--- src/source/cu_consts.svh ---
`ifndef CU_CONSTS_SVH
`define CU_CONSTS_SVH

`default_nettype none

// instruction register
`define CU_IR_WIDTH 32

// instruction class field, bits 27 to 25
`define CU_CLASS_MSB 27
`define CU_CLASS_LSB 25

// set in a branch for branch with link
`define CU_LINK_BIT 20

// control word field widths
`define CU_MC_WIDTH 3
`define CU_T_WIDTH 3

`default_nettype wire

`endif

--- src/source/cuPkg.sv ---
`include "cu_consts.svh"

`default_nettype none

package cuPkg;

	// class field of the instruction, 4, 6 and 7 are undefined
	typedef enum logic [`CU_CLASS_MSB-`CU_CLASS_LSB:0] {
		classDpShift = 3'd0,
		classDpImm   = 3'd1,
		classLsImm   = 3'd2,
		classLsReg   = 3'd3,
		classBranch  = 3'd5
	} instrClassT;

	// numbering kept from the old microcode listing
	typedef enum logic [6:0] {
		stIdle         = 7'd0,
		stFetchAddr    = 7'd1,
		stFetchRead    = 7'd2,
		stFetchWait    = 7'd3,
		stDecode       = 7'd4,
		stDpShift      = 7'd5,
		stDpFlags      = 7'd6,
		stDpImm        = 7'd7,
		stBranchTarget = 7'd8,
		stBranchPc     = 7'd9,
		stBranchLink   = 7'd10
	} cuStateT;

	// alu function codes used by the microcode
	typedef enum logic [4:0] {
		aluAnd     = 5'd0,
		aluAdd     = 5'd4,
		aluPassA   = 5'd16,
		aluAddFour = 5'd17,
		aluPassB   = 5'd19
	} aluOpT;

	typedef struct packed {
		logic                    rfLd;
		logic                    irLd;
		logic                    marLd;
		logic                    frLd;
		logic                    rw;
		logic                    mov;
		logic [1:0]              mA;
		logic [1:0]              mB;
		logic [`CU_MC_WIDTH-1:0] mC;
		logic                    mD;
		logic [1:0]              mF;
		logic                    mH;
		logic                    mI;
		logic [1:0]              mJ;
		logic                    e;
		logic [`CU_T_WIDTH-1:0]  t;
		// shift select S2
		logic                    shiftSel;
		aluOpT                   op;
	} controlWordT;

endpackage

`default_nettype wire

--- src/source/instrDecoder.sv ---
`include "cu_consts.svh"

`default_nettype none

module instrDecoder (
	input  logic [`CU_IR_WIDTH-1:0] ir,
	output cuPkg::cuStateT          entryState
);

	import cuPkg::*;

	instrClassT instrClass;
	logic       link;

	assign instrClass = instrClassT'(ir[`CU_CLASS_MSB:`CU_CLASS_LSB]);
	assign link = ir[`CU_LINK_BIT];

	// first execute state, the sequencer decides whether it is taken
	always_comb
	begin
		case (instrClass)
			classDpShift:
				entryState = stDpShift;
			classDpImm:
				entryState = stDpImm;
			classBranch:
			begin
				if (link)
					entryState = stBranchLink;
				else
					entryState = stBranchTarget;
			end
			// load/store and undefined classes go back to fetch
			default:
				entryState = stFetchAddr;
		endcase
	end

endmodule

`default_nettype wire

--- src/source/cuSequencer.sv ---
`default_nettype none

module cuSequencer (
	input  logic           CLK,
	input  logic           CLR,
	input  logic           cond,
	input  logic           moc,
	input  cuPkg::cuStateT entryState,
	output cuPkg::cuStateT state
);

	import cuPkg::*;

	cuStateT nextState;

	always_ff @(posedge CLK or negedge CLR)
	begin
		if (!CLR)
			state <= stIdle;
		else
			state <= nextState;
	end

	always_comb
	begin
		nextState = stFetchAddr;
		case (state)
			stIdle:
				nextState = stFetchAddr;
			stFetchAddr:
				nextState = stFetchRead;
			stFetchRead:
				nextState = stFetchWait;
			// hold until memory reports completion
			stFetchWait:
			begin
				if (moc)
					nextState = stDecode;
				else
					nextState = stFetchWait;
			end
			// condition false skips the instruction
			stDecode:
			begin
				if (cond)
					nextState = entryState;
				else
					nextState = stFetchAddr;
			end
			stDpShift:
				nextState = stDpFlags;
			stDpFlags:
				nextState = stFetchAddr;
			stDpImm:
				nextState = stFetchAddr;
			// link step saves the return address first
			stBranchLink:
				nextState = stBranchTarget;
			stBranchTarget:
				nextState = stBranchPc;
			stBranchPc:
				nextState = stFetchAddr;
			default:
				nextState = stFetchAddr;
		endcase
	end

endmodule

`default_nettype wire

--- src/source/controlStore.sv ---
`include "cu_consts.svh"

`default_nettype none

module controlStore (
	input  cuPkg::cuStateT     state,
	output cuPkg::controlWordT ctrl
);

	import cuPkg::*;

	// microcode table, fields not set stay zero
	always_comb
	begin
		ctrl = '0;
		case (state)
			// MAR <= PC
			stFetchAddr:
			begin
				ctrl.marLd = 1'b1;
				ctrl.mA = 2'd2;
				ctrl.mD = 1'b1;
				ctrl.op = aluPassA;
			end
			// start memory read, PC <= PC + 4
			stFetchRead:
			begin
				ctrl.rfLd = 1'b1;
				ctrl.rw = 1'b1;
				ctrl.mov = 1'b1;
				ctrl.mA = 2'd2;
				ctrl.mC = `CU_MC_WIDTH'(1);
				ctrl.mD = 1'b1;
				ctrl.op = aluAddFour;
			end
			stFetchWait:
			begin
				ctrl.irLd = 1'b1;
				ctrl.rw = 1'b1;
				ctrl.mov = 1'b1;
			end
			stDpShift:
			begin
				ctrl.rfLd = 1'b1;
				ctrl.mB = 2'd1;
				ctrl.mC = `CU_MC_WIDTH'(4);
				ctrl.mD = 1'b1;
				ctrl.t = `CU_T_WIDTH'(1);
				ctrl.e = 1'b1;
				ctrl.op = aluPassB;
			end
			stDpFlags:
			begin
				ctrl.rfLd = 1'b1;
				ctrl.frLd = 1'b1;
				ctrl.mJ = 2'd1;
			end
			stDpImm:
			begin
				ctrl.rfLd = 1'b1;
				ctrl.frLd = 1'b1;
				ctrl.mB = 2'd1;
				ctrl.mH = 1'b1;
				ctrl.mI = 1'b1;
			end
			// shifted offset into the temp register
			stBranchTarget:
			begin
				ctrl.rfLd = 1'b1;
				ctrl.frLd = 1'b1;
				ctrl.mB = 2'd1;
				ctrl.mC = `CU_MC_WIDTH'(4);
				ctrl.mD = 1'b1;
				ctrl.mF = 2'd3;
				ctrl.mJ = 2'd3;
				ctrl.e = 1'b1;
				ctrl.t = `CU_T_WIDTH'(4);
				ctrl.op = aluPassB;
			end
			stBranchPc:
			begin
				ctrl.rfLd = 1'b1;
				ctrl.mA = 2'd2;
				ctrl.mC = `CU_MC_WIDTH'(3);
				ctrl.mD = 1'b1;
				ctrl.mJ = 2'd1;
				ctrl.shiftSel = 1'b1;
				ctrl.op = aluAdd;
			end
			// return address into the link register
			stBranchLink:
			begin
				ctrl.rfLd = 1'b1;
				ctrl.mA = 2'd3;
				ctrl.mC = `CU_MC_WIDTH'(4);
				ctrl.mD = 1'b1;
				ctrl.mJ = 2'd1;
				ctrl.shiftSel = 1'b1;
				ctrl.op = aluAdd;
			end
			// idle and decode drive nothing
			default:
				ctrl = '0;
		endcase
	end

endmodule

`default_nettype wire

--- src/source/controlUnit.sv ---
`include "cu_consts.svh"

`default_nettype none

module controlUnit (
	input  logic                    CLK,
	input  logic                    CLR,
	input  logic                    cond,
	input  logic                    moc,
	input  logic [`CU_IR_WIDTH-1:0] ir,
	output logic                    rfLd,
	output logic                    irLd,
	output logic                    marLd,
	output logic                    frLd,
	output logic                    rw,
	output logic                    mov,
	output logic [1:0]              mA,
	output logic [1:0]              mB,
	output logic [`CU_MC_WIDTH-1:0] mC,
	output logic                    mD,
	output logic [1:0]              mF,
	output logic                    mH,
	output logic                    mI,
	output logic [1:0]              mJ,
	output logic                    e,
	output logic [`CU_T_WIDTH-1:0]  t,
	output logic                    shiftSel,
	output logic [4:0]              op
);

	cuPkg::cuStateT     entryState;
	cuPkg::cuStateT     state;
	cuPkg::controlWordT ctrl;

	instrDecoder i_instrDecoder (
		.ir         (ir),
		.entryState (entryState)
	);

	cuSequencer i_cuSequencer (
		.CLK        (CLK),
		.CLR        (CLR),
		.cond       (cond),
		.moc        (moc),
		.entryState (entryState),
		.state      (state)
	);

	controlStore i_controlStore (
		.state (state),
		.ctrl  (ctrl)
	);

	// control word out to the datapath
	assign rfLd = ctrl.rfLd;
	assign irLd = ctrl.irLd;
	assign marLd = ctrl.marLd;
	assign frLd = ctrl.frLd;
	assign rw = ctrl.rw;
	assign mov = ctrl.mov;
	assign mA = ctrl.mA;
	assign mB = ctrl.mB;
	assign mC = ctrl.mC;
	assign mD = ctrl.mD;
	assign mF = ctrl.mF;
	assign mH = ctrl.mH;
	assign mI = ctrl.mI;
	assign mJ = ctrl.mJ;
	assign e = ctrl.e;
	assign t = ctrl.t;
	assign shiftSel = ctrl.shiftSel;
	assign op = ctrl.op;

endmodule

`default_nettype wire

--- config.mk ---
export PLATFORM = sky130hd
export DESIGN_NAME = controlUnit
export DESIGN_NICKNAME = d
export VERILOG_FILES = /design/src/source/cuPkg.sv /design/src/source/instrDecoder.sv /design/src/source/cuSequencer.sv /design/src/source/controlStore.sv /design/src/source/controlUnit.sv
export VERILOG_INCLUDE_DIRS = /design/src /design/src/source
export SDC_FILE = /design/constraint.sdc
export NUM_CORES = 1
export LEC_CHECK = 0
export ABC_AREA = 0
export BUFFER_PORTS_ARGS = -buffer_cell sky130_fd_sc_hd__buf_2
export CORE_MARGIN = 2
export CORE_UTILIZATION = 31
export CTS_BUF_LIST = sky130_fd_sc_hd__clkbuf_16
export CTS_CLUSTER_SIZE = 24
export DETAILED_ROUTE_END_ITERATION = 10
export GPL_TIMING_DRIVEN = 0
export MAX_ROUTING_LAYER = met4
export PLACE_DENSITY = 0.87
export SLEW_MARGIN = 20
export SYNTH_ARGS = -nofsm -noshare
export SYNTH_HDL_FRONTEND = slang
export SYNTH_SLANG_ARGS = --single-unit
--- constraint.sdc ---
create_clock -name CLK -period 1.8 [get_ports CLK]
set_input_delay 0.36 -clock CLK [delete_from_list [all_inputs] [get_ports CLK]]
set_output_delay 0.36 -clock CLK [all_outputs]
set_load 0.01 [all_outputs]
Word-level counts from Yosys, hierarchy flattened --
Cells that the tools add are included.
Operators by class: eq/ne operators 12, mux-type cells 20, reduce and logical (&&, ||, !) cells 11
Operators with widths (count):
- 7-bit one-hot mux with 7 select lines | 1
- 7-bit by 3-bit equality test with 1-bit output, second input constant | 4
- 7-bit by 4-bit equality test with 1-bit output, second input constant | 3
- 7-bit one-hot mux with 3 select lines | 1
- 5-bit one-hot mux with 4 select lines | 1
- 3-bit OR reduction | 5
- 7-bit by 2-bit equality test with 1-bit output, second input constant | 2
- 3-bit one-hot mux with 3 select lines | 1
- 2-bit two-way mux | 4
- 2-bit one-hot mux with 2 select lines | 2
- 4-bit one-hot mux with 2 select lines | 1
- 7-bit by 1-bit equality test with 1-bit output, second input constant | 1
- 1-bit two-way mux | 7
- 7-bit two-way mux | 1
- 7-bit OR reduction | 1
- 2-bit OR reduction | 3
- 6-bit OR reduction | 1
- 3-bit by 1-bit equality test with 1-bit output, second input constant | 1
- 3-bit equality test, second input constant | 1
- 3-bit zero test | 1
- 3-bit two-way mux | 1
Word-level totals: register bits 7, input bits 36, output and inout port bits 30, word-level logic and storage cells 44

Logic depth before layout (Yosys ltp) --
Gate-level depths: netlist (run 1).
depth in word-level cells 4, mapped depth 6, depth with buffers taken out 5

Modules after synthesis --
From an unflattened synthesis (run 1), not the netlist that was laid out.
Second synthesis, totals: cell total of the unflattened synthesis 100, area, all modules 805.8 µm²
Modules (own cells, without submodules):
- controlStore | instances 1, cells each 61, area an instance 409.1 µm², seq. area each 0.0 µm²
- cuSequencer | instances 1, cells each 30, area an instance 336.6 µm², seq. area each 175.2 µm²
- instrDecoder | instances 1, cells each 9, area an instance 60.1 µm², seq. area each 0.0 µm²

Worst setup path after synthesis (run 1) --
No wires, ideal clock.
kind reg2out, start register i_cuSequencer.state[0], end output mB[0], arrival 1.480 ns, data required time 1.440 ns, slack -0.040 ns, stages on the path, launching flop included 5, path buffers 1, path through dfrtp_1 > buf_2 > nor4b_2 > or2_4 > or2_1
Between the ends: cells in the longest elaborated chain, start to end 3, elaborated cells between the ends (all ways) 5, classes of those cells 3 x eq/ne; 1 x mux; 1 x reduce/logical
Ends and longest elaborated chain:
- start: declaration | RTL line cuSequencer.sv:9 | output cuPkg::cuStateT state
- start signal: assignment | RTL line cuSequencer.sv:19 | state <= stIdle;
- start signal: assignment | RTL line cuSequencer.sv:21 | state <= nextState;
- 7-bit by 3-bit equality test with 1-bit output / 7-bit by 4-bit equality test with 1-bit output (equally long branches) | RTL line controlStore.sv:16 | case (state)
- 3-bit OR reduction (no line) *
- 1-bit two-way mux * | RTL line controlStore.sv:16
- end: declaration | RTL line controlUnit.sv:18 | output logic [1:0] mB,
Every way passes the cells marked *; elsewhere a longest branch is shown, timed or not.

Worst setup path after layout (run 1) --
start register i_cuSequencer.state[2], end output mJ[0]
Between the ends: cells in the longest elaborated chain, start to end 3, elaborated cells between the ends (all ways) 6, classes of those cells 4 x eq/ne; 1 x mux; 1 x reduce/logical
Ends and longest elaborated chain:
- 7-bit by 3-bit equality test with 1-bit output / 7-bit by 4-bit equality test with 1-bit output (equally long branches) | RTL line controlStore.sv:16
- 3-bit OR reduction (no line)
- 2-bit one-hot mux with 2 select lines * | RTL line controlStore.sv:16
- end: declaration | RTL line controlUnit.sv:24 | output logic [1:0] mJ,
Marks and branches as above.

==> results of run 1 <==
-- synthesized netlist by cell type --
master	number
buf_2	5
or2b_2	1
or2_2	1
dfrtp_1	4
a21boi_0	1
or2_4	1
or3_1	1
nor3_1	3
nor4b_2	1
o21a_1	1
a311oi_1	1
inv_1	4
xnor2_1	2
o21ai_1	1
a21oi_1	2
nand4bb_1	1
a21o_1	2
and2_1	1
o22ai_1	3
a31oi_1	1
nand2b_2	1
nor3b_1	1
o21ai_0	3
nor2_1	4
nand2b_1	1
buf_4	9
o31ai_1	1
nor2b_1	2
clkbuf_1	1
o32ai_1	2
nand2_1	2
inv_2	1
conb_1	1
or2_1	2
and3_1	1
-- layout make-up --
cell class                 instances  area [sq um]  share of cell area
timing repair buffer              49         334.1              0.3182
clock buffer                       3         75.07             0.07151
multi-input combinational         47         370.4              0.3528
inverter                           5         21.27             0.02026
sequential                         4         103.9             0.09893
tap                               16         20.02             0.01907
buffer                            14         125.1              0.1192
-- critical path: cells and delay by family (launching register included) --
family	cells	cell delay (ns)
flip-flops	1	0.40
AND/OR/NAND/NOR	1	0.14
buffers and inverters	3	0.54
AO/OA/AOI/OAI	2	0.28
-- worst max-delay path by stage --
stage,start,slack [ns],endpoint
after global placement,i_cuSequencer.state[1]$_DFF_PN0_,0.04,mB[0]
after floorplan,i_cuSequencer.state[1]$_DFF_PN0_,0.11,mB[0]
after global routing,i_cuSequencer.state[2]$_DFF_PN0_,-0.19,mJ[0]
final,i_cuSequencer.state[2]$_DFF_PN0_,-0.14,mJ[0]
after detailed placement,i_cuSequencer.state[1]$_DFF_PN0_,-0.0003,mB[0]
after CTS,i_cuSequencer.state[2]$_DFF_PN0_,-0.11,mD
-- kinds of logic (layout without fill, tap and decap cells) --
family                    Yosys count  in the layout  synth area share
AOI/OAI and AO/OA                  18             18            0.2334
xor gates and xnor gates            2              2           0.03440
buffers and inverters              20             71            0.2260
DFF                                 4              4            0.1966
other                               1              3          0.007364
and+or+nand+nor                    24             24            0.3022
-- timing repair --
action | CTS | global route
gates cloned | 0 | 1
hold endpoints to repair | 4 | 0
buffers inserted | 9 | 4
pin swaps | 6 | 4
setup endpoints to repair | 15 | 19
hold buffers | 1 | 0
resized for setup | 28 | 10
-- routing by layer --
layer | wire length, microns | vias to the layer above | global-route usage
met5 | 0 | - | -
met4 | 21 | 0 | 0.09091
met3 | 101 | 2 | 0.02857
met2 | 865 | 30 | 0.3043
met1 | 739 | 299 | 0.1867
li1 | - | 337 | -
-- stage by stage --
step / total power, mW / cell area, sq um
floorplan: 0.6790 / 525.5
global placement: 0.9176 / 715.7
detailed placement: 0.9357 / 715.7
CTS: 1.536 / 987.2
global route: 1.695 / 1050
finish: 1.606 / 1050
-- power by group through the flow --
stage	Clock, mW	Combinational, mW	Sequential, mW
floorplan	0	0.534	0.145
global placement	0	0.769	0.149
detailed placement	0	0.783	0.153
CTS	0.354	1.04	0.145
global route	0.359	1.17	0.169
finish	0.349	1.09	0.167
==> results.json, run 1 <==
{
  "antenna_found_initial": 0,
  "synth.cell_area_sq_um": 509.2,
  "cp_slowest_cell": "dfrtp_1",
  "nNetsFinal": 160,
  "syn_inst": 69,
  "largestRegisters": "i_cuSequencer.state: 4 flops",
  "fp.dieW_microns": 44.53,
  "end_kind": "output pin",
  "drive_above_1_share": 0.6639,
  "grt_max_degree": 11,
  "start_util": 0.3342,
  "numPortBuffers": 34,
  "path_max_fanout": 10,
  "numCtsBuffers": 3,
  "ys_ff_latch": 4,
  "largest_register_ff_count": 4,
  "core_area_sq_um": 1524,
  "clock-sinks": 4,
  "setup_violations": 11,
  "holdWs_ns": 0.3431,
  "worstPathArrival_ns": 1.58,
  "dp_slack_ns": -0.0002524,
  "place_hpwl_microns": 1018,
  "ioPinCount": 66,
  "r2r_start": "i_cuSequencer.state[2]$_DFF_PN0_",
  "final_cell_mix": "31 x buf_2, 17 x buf_4, 11 x buf_6",
  "synth_top_area_frac": 0.1966,
  "slowest_delay_ns": 0.40,
  "grt_pass1_vias": 595,
  "finalClockSkew_ns": 0.005454,
  "final_util": 0.6888,
  "pwr-share-comb": 0.679,
  "internal_power_mw": 0.9699,
  "antenna_cells": 0,
  "drtIter0Drc": 13,
  "r2r_slack_ns": 0.36,
  "clock_path_buffers": 2,
  "crit_top_cell": "buf_2",
  "p_clk_frac": 0.217,
  "vias_per_cell": 4.841,
  "clockRootBuffer": "clkbuf_16",
  "hold_end": "i_cuSequencer.state[2]$_DFF_PN0_",
  "ys_seq_area_frac": 0.1966,
  "clock.fmax_mhz": 516.4,
  "holdPathStages": 2,
  "num_rows": 14,
  "period_minus_slack_ns": 1.937,
  "period_share": 1.076,
  "via_count": 668,
  "cts_tree": "built",
  "antenna_left": 0,
  "gr-total-overflow": 0,
  "clk_pin_slew_ns": 0.03,
  "fillers": 115,
  "cp-start-kind": "flop",
  "largest-register": "i_cuSequencer.state",
  "ys_warn_count": 0,
  "path_cells": "buf_4, nand2b_1, buf_2, a21boi_1, o22ai_1, buf_2",
  "cp.required_ns": 1.44,
  "area_growth_pct": 106.1,
  "wire_per_inst_microns": 12.52,
  "syn_avg_cell_area_sq_um": 7.380,
  "dieArea_sq_um": 1983,
  "switchingPower_mw": 0.6357,
  "tns_ns": -0.6887,
  "globalplace.congestion": 0.8981,
  "dp.cells": 121,
  "grt_use_total": 0.1747,
  "hold_violations": 0,
  "die_h_microns": 44.53,
  "clock_latency_ns": 0.23,
  "leakagePower_nw": 0.5692,
  "grt_pass1_wl_microns": 2442,
  "p_per_area_nw_per_um2": 1530,
  "hold_path.class": "input pin to flop",
  "status": "finished with violations",
  "criticalPathCategory": "flop to output pin",
  "synth_area_leader_cell": "dfrtp_1",
  "timing.rr.end": "i_cuSequencer.state[0]$_DFF_PN0_",
  "drt_first_pass_iters": 4,
  "htree_levels": 1,
  "fin_ws_ns": -0.1366,
  "holdCritStartpoint": "ir[27]",
  "cap_violations": 0,
  "irDropWorstVdd_uv": 1172,
  "synth_cell_types": 35,
  "final_common_cell": "buf_2",
  "power_frac_seq": 0.104,
  "drc": 0,
  "violations": "setup timing",
  "reg2reg_depth": 6,
  "ys_top_cells_by_area": "dfrtp_1 20%, buf_4 13%, buf_2 4.9%, o22ai_1 3.7%, o32ai_1 3.4%",
  "layoutNonFillerInstCount": 138,
  "rsz0062_at_grt": "yes",
  "drv_slew": 0,
  "p_sw_frac": 0.3959,
  "drt_wl_total_microns": 1728
}
(Power assumes the default switching activity.)
==> run 2, diff against run 1 <==
--- a/config.mk
+++ b/config.mk
@@ -8,14 +8,17 @@
 export LEC_CHECK = 0
 export ABC_AREA = 0
 export BUFFER_PORTS_ARGS = -buffer_cell sky130_fd_sc_hd__buf_2
-export CORE_MARGIN = 2
-export CORE_UTILIZATION = 31
+export CELL_PAD_IN_SITES_DETAIL_PLACEMENT = 0
+export CELL_PAD_IN_SITES_GLOBAL_PLACEMENT = 1
+export CORE_MARGIN = 3
+export CORE_UTILIZATION = 18
 export CTS_BUF_LIST = sky130_fd_sc_hd__clkbuf_16
+export CTS_CLUSTER_DIAMETER = 50
 export CTS_CLUSTER_SIZE = 24
 export DETAILED_ROUTE_END_ITERATION = 10
 export GPL_TIMING_DRIVEN = 0
 export MAX_ROUTING_LAYER = met4
-export PLACE_DENSITY = 0.87
+export PLACE_DENSITY = 0.85
 export SLEW_MARGIN = 20
 export SYNTH_ARGS = -nofsm -noshare
 export SYNTH_HDL_FRONTEND = slang
==> run 2 against run 1 <==
Net effect: the run still ends with setup timing left; utilization decreased by 26 points; critical path type unchanged; combinational power increased by 4%; final cell count increased by 14%.
==> results.json, run 2 (synthesis gave the netlist of run 1 again) <==
{
  "drive_above_1_share": 0.6929,
  "grt_pass1_vias": 669,
  "final_common_cell": "buf_2",
  "fp.dieW_microns": 59.19,
  "leakagePower_nw": 0.6007,
  "end_kind": "output pin",
  "power_mw": 1.635,
  "grt_pass1_wl_microns": 2863,
  "largestRegisters": "i_cuSequencer.state: 4 flops",
  "reg2reg_depth": 7,
  "core_area_sq_um": 2590,
  "criticalPathCategory": "flop to output pin",
  "antenna_cells": 0,
  "path_max_fanout": 3,
  "numCtsBuffers": 3,
  "place_hpwl_microns": 1191,
  "hold_path.class": "input pin to flop",
  "gr-total-overflow": 0,
  "globalplace.congestion": 0.7804,
  "p_per_area_nw_per_um2": 1462,
  "clock_path_buffers": 2,
  "drt_wl_total_microns": 2025,
  "status": "finished with violations",
  "final_cell_mix": "30 x buf_2, 21 x buf_4, 14 x buf_6",
  "cap_violations": 0,
  "antenna_found_initial": 0,
  "worstPathArrival_ns": 1.56,
  "rsz0062_at_grt": "yes",
  "r2r_slack_ns": 0.43,
  "wire_per_inst_microns": 12.90,
  "clock.fmax_mhz": 519.8,
  "clk_pin_slew_ns": 0.03,
  "internal_power_mw": 0.9731,
  "cp.required_ns": 1.44,
  "pwr-share-comb": 0.691,
  "drtIter0Drc": 10,
  "finalClockSkew_ns": 0.002183,
  "die_h_microns": 59.19,
  "clock_latency_ns": 0.23,
  "clock-sinks": 4,
  "holdPathStages": 2,
  "hold_violations": 0,
  "nNetsFinal": 165,
  "irDropWorstVdd_uv": 799.3,
  "fin_ws_ns": -0.1238,
  "start_util": 0.1966,
  "via_count": 683,
  "switchingPower_mw": 0.6618,
  "r2r_start": "i_cuSequencer.state[2]$_DFF_PN0_",
  "num_rows": 18,
  "layoutNonFillerInstCount": 157,
  "violations": "setup timing",
  "setup_violations": 10,
  "drc": 0,
  "period_share": 1.069,
  "holdWs_ns": 0.3449,
  "numPortBuffers": 34,
  "drt_first_pass_iters": 4,
  "p_sw_frac": 0.4048,
  "area_growth_pct": 119.7,
  "vias_per_cell": 4.350,
  "largest-register": "i_cuSequencer.state",
  "power_frac_seq": 0.093,
  "period_minus_slack_ns": 1.924,
  "hold_end": "i_cuSequencer.state[2]$_DFF_PN0_",
  "grt_use_total": 0.1125,
  "dieArea_sq_um": 3503,
  "cts_tree": "built",
  "grt_max_degree": 11,
  "drv_slew": 0,
  "cp-start-kind": "flop",
  "fillers": 249,
  "clockRootBuffer": "clkbuf_16",
  "largest_register_ff_count": 4,
  "antenna_left": 0,
  "timing.rr.end": "i_cuSequencer.state[2]$_DFF_PN0_",
  "p_clk_frac": 0.216,
  "htree_levels": 1,
  "final_util": 0.4319,
  "dp.cells": 135,
  "holdCritStartpoint": "ir[27]",
  "ioPinCount": 66
}
## run 2: changes by cell type in the layout (fill, tap and decap cells not counted), sizes merged
| cell | delta |
|---|---|
| clkbuf | +1 |
| buf | +4 |
## run 2: worst max-delay path by stage
stage / start / to / slack [ns]
finish: i_cuSequencer.state[2]$_DFF_PN0_ / mD / -0.12
global route: i_cuSequencer.state[2]$_DFF_PN0_ / mB[0] / -0.17
CTS: i_cuSequencer.state[2]$_DFF_PN0_ / mD / -0.11
detailed placement: i_cuSequencer.state[1]$_DFF_PN0_ / mB[0] / -0.005
global placement: i_cuSequencer.state[1]$_DFF_PN0_ / mB[0] / 0.02
floorplan: i_cuSequencer.state[1]$_DFF_PN0_ / mB[0] / 0.11
## run 2: what timing repair did
action | in CTS | in global routing
hold buffers | 1 | 0
hold endpoints to repair | 4 | 0
endpoints found under the setup margin | 17 | 20
buffers inserted | 13 | 5
pin swaps | 5 | 2
resized for setup | 24 | 18
## run 2: power groups by stage
| stage | Sequential [mW] | Clock (mW) | Combinational (mW) |
|---|---|---|---|
| floorplan | 0.145 | 0 | 0.534 |
| global placement | 0.150 | 0 | 0.784 |
| detailed placement | 0.151 | 0 | 0.793 |
| CTS | 0.148 | 0.358 | 1.00 |
| global route | 0.155 | 0.365 | 1.22 |
| finish | 0.152 | 0.353 | 1.13 |
## run 2: layer usage
| layer | GRT usage | share of wire | vias up |
|---|---|---|---|
| li1 | - | - | 343 |
| met4 | 0.06796 | 0.021 | 0 |
| met3 | 0.01525 | 0.065 | 4 |
| met1 | 0.1132 | 0.37 | 307 |
| met5 | - | 0 | - |
| met2 | 0.2028 | 0.54 | 29 |
## run 2: worst max-delay path, stage by stage, from the launching register on
cell,delay (ns)
dfrtp_1,0.39
nor2b_4,0.14
or2b_4,0.22
inv_4,0.04
or2_4,0.22
or2_1,0.20
buf_2,0.13
## run 2: area by class of cell
cell class	count	area (sq um)	share of cell area
Multi-Input combinational cell	47	394.1	0.3523
Timing Repair Buffer	53	351.6	0.3143
Buffer	15	136.4	0.1219
Sequential cell	4	102.6	0.09172
Clock buffer	3	75.07	0.06711
Tap cell	30	37.54	0.03356
Inverter	5	21.27	0.01902
## run 2: per-stage QoR
step / TNS [ns] / setup slack (ns) / instance area (sq um)
after CTS: -0.6152 / -0.1137 / 1025
after detailed placement: -0.004540 / -0.004540 / 733.2
after global routing: -1.381 / -0.1680 / 1119
after floorplan: 0 / 0.1113 / 525.5
final: -0.7410 / -0.1238 / 1119
after global placement: 0 / 0.01970 / 733.2
==> run 3, diff against run 2 <==
--- a/config.mk
+++ b/config.mk
@@ -8,7 +8,7 @@
 export LEC_CHECK = 0
 export ABC_AREA = 0
 export BUFFER_PORTS_ARGS = -buffer_cell sky130_fd_sc_hd__buf_2
-export CELL_PAD_IN_SITES_DETAIL_PLACEMENT = 0
+export CELL_PAD_IN_SITES_DETAIL_PLACEMENT = 1
 export CELL_PAD_IN_SITES_GLOBAL_PLACEMENT = 1
 export CORE_MARGIN = 3
 export CORE_UTILIZATION = 18
==> run 3 against run 2 <==
Net effect: highest routed layer unchanged; maximum frequency down 0.51%; clock power up 3%; the flow still finishes with violations (setup timing); register-to-register slack lost 0.06 ns; sequential share of layout area down 0.16 points; setup slack lost 0.0098 ns; clock skew grew 0.0038 ns; wire length up 12%; sequential power decreased by 4%; largest power group unchanged; critical endpoint unchanged; via count rose by 1.3%; final cell count down 1.3%; first-iteration DRC count grew 50%.
==> results.json, run 3 (synthesis gave the netlist of run 1 again) <==
{
  "holdCritStartpoint": "ir[27]",
  "antenna_found_initial": 0,
  "die_h_microns": 59.19,
  "antenna_cells": 0,
  "drt_wl_total_microns": 2275,
  "clockRootBuffer": "clkbuf_16",
  "criticalPathCategory": "flop to output pin",
  "ioPinCount": 66,
  "cp-start-kind": "flop",
  "antenna_left": 0,
  "finalClockSkew_ns": 0.005946,
  "clock.fmax_mhz": 517.2,
  "cts_tree": "built",
  "hold_violations": 0,
  "period_share": 1.074,
  "numPortBuffers": 34,
  "rsz0062_at_grt": "yes",
  "grt_pass1_vias": 683,
  "dp.cells": 135,
  "cp.required_ns": 1.44,
  "clock_path_buffers": 2,
  "fp.dieW_microns": 59.19,
  "gr-total-overflow": 0,
  "timing.rr.end": "i_cuSequencer.state[1]$_DFF_PN0_",
  "htree_levels": 1,
  "globalplace.congestion": 0.7804,
  "largest_register_ff_count": 4,
  "hold_end": "i_cuSequencer.state[2]$_DFF_PN0_",
  "use_met3": 0.01743,
  "num_rows": 18,
  "cap_violations": 0,
  "clock-sinks": 4,
  "worstPathArrival_ns": 1.57,
  "drt_first_pass_iters": 4,
  "grt_pass1_wl_microns": 3229,
  "vias_per_cell": 4.465,
  "start_util": 0.1966,
  "largestRegisters": "i_cuSequencer.state: 4 flops",
  "grt_busiest_layer": "met2",
  "period_minus_slack_ns": 1.934,
  "area_growth_pct": 123.6,
  "via_count": 692,
  "nNetsFinal": 163,
  "status": "finished with violations",
  "fillers": 294,
  "end_kind": "output pin",
  "place_hpwl_microns": 1319,
  "dieArea_sq_um": 3503,
  "grt_use_total": 0.1286,
  "clk_pin_slew_ns": 0.03,
  "hold_path.class": "input pin to flop",
  "largest-register": "i_cuSequencer.state",
  "r2r_slack_ns": 0.37,
  "irDropWorstVdd_uv": 639.1,
  "leakagePower_nw": 0.6013,
  "final_cell_mix": "29 x buf_2, 19 x buf_4, 16 x buf_6",
  "holdPathStages": 2,
  "drive_above_1_share": 0.7120,
  "layoutNonFillerInstCount": 155,
  "drv_slew": 0,
  "core_area_sq_um": 2590,
  "path_max_fanout": 3,
  "reg2reg_depth": 6,
  "wire_per_inst_microns": 14.68,
  "drtIter0Drc": 15,
  "clock_latency_ns": 0.23,
  "use_met1": 0.1447,
  "drc": 0,
  "numCtsBuffers": 3,
  "r2r_start": "i_cuSequencer.state[2]$_DFF_PN0_",
  "final_common_cell": "buf_2",
  "violations": "setup timing",
  "grtUsageMet2": 0.2184,
  "final_util": 0.4396,
  "setup_violations": 10,
  "grt_max_degree": 11,
  "fin_ws_ns": -0.1336,
  "p_per_area_nw_per_um2": 1560
}
## run 3: routing by layer
metal  vias up  wire (microns)
met5         -               0
met1       322             943
met2        29            1188
li1        339               -
met4         0              36
met3         2             107
## run 3: power by group
group	switching [mW]	internal [mW]
Combinational	0.627	0.640
Sequential	0.0228	0.123
Clock	0.0777	0.285
## run 3: worst max-delay path by stage
| stage | startpoint | slack [ns] | depth (start not counted) | end |
|---|---|---|---|---|
| after global placement | i_cuSequencer.state[1]$_DFF_PN0_ | 0.02 | 6 | mB[0] |
| final | i_cuSequencer.state[2]$_DFF_PN0_ | -0.13 | 6 | mD |
| after CTS | i_cuSequencer.state[2]$_DFF_PN0_ | -0.12 | 6 | mD |
| after floorplan | i_cuSequencer.state[1]$_DFF_PN0_ | 0.11 | 5 | mB[0] |
| after global routing | i_cuSequencer.state[2]$_DFF_PN0_ | -0.20 | 6 | mD |
| after detailed placement | i_cuSequencer.state[1]$_DFF_PN0_ | 0.001 | 6 | mD |
## run 3: stage by stage
step / area [sq um] / setup WS, ns / setup TNS, ns / hold WS [ns] / total power, mW
floorplan: 525.5 / 0.1113 / 0 / 0.06441 / 0.6790
global placement: 733.2 / 0.01970 / 0 / 0.1637 / 0.9343
detailed placement: 733.2 / 0.001398 / 0 / 0.1693 / 0.9557
CTS: 943.4 / -0.1229 / -0.7593 / 0.3423 / 1.455
global route: 1139 / -0.1969 / -1.519 / 0.3699 / 1.885
finish: 1139 / -0.1336 / -0.5674 / 0.3511 / 1.776
## run 3: critical path, stage by stage (launching register included)
cell,delay [ns]
dfrtp_1,0.40
nor2b_4,0.14
or2b_4,0.21
inv_4,0.03
or2_4,0.22
or2_1,0.20
buf_2,0.14
## run 3: final cells by class
type / instances / area [sq um] / area share
Clock buffer: 3 / 75.07 / 0.06593
Sequential cell: 4 / 102.6 / 0.09011
Inverter: 5 / 21.27 / 0.01868
Tap cell: 30 / 37.54 / 0.03297
Multi-Input combinational cell: 47 / 419.2 / 0.3681
Buffer: 15 / 140.1 / 0.1231
Timing Repair Buffer: 51 / 342.8 / 0.3011
## run 3: timing repair
action                                  in CTS  in global routing
endpoints found under the setup margin      18                 20
setup buffers                                9                  7
gates resized for setup                     16                 34
hold buffers                                 1                  0
pin swaps                                    2                  6
endpoints found under the hold margin        4                  0
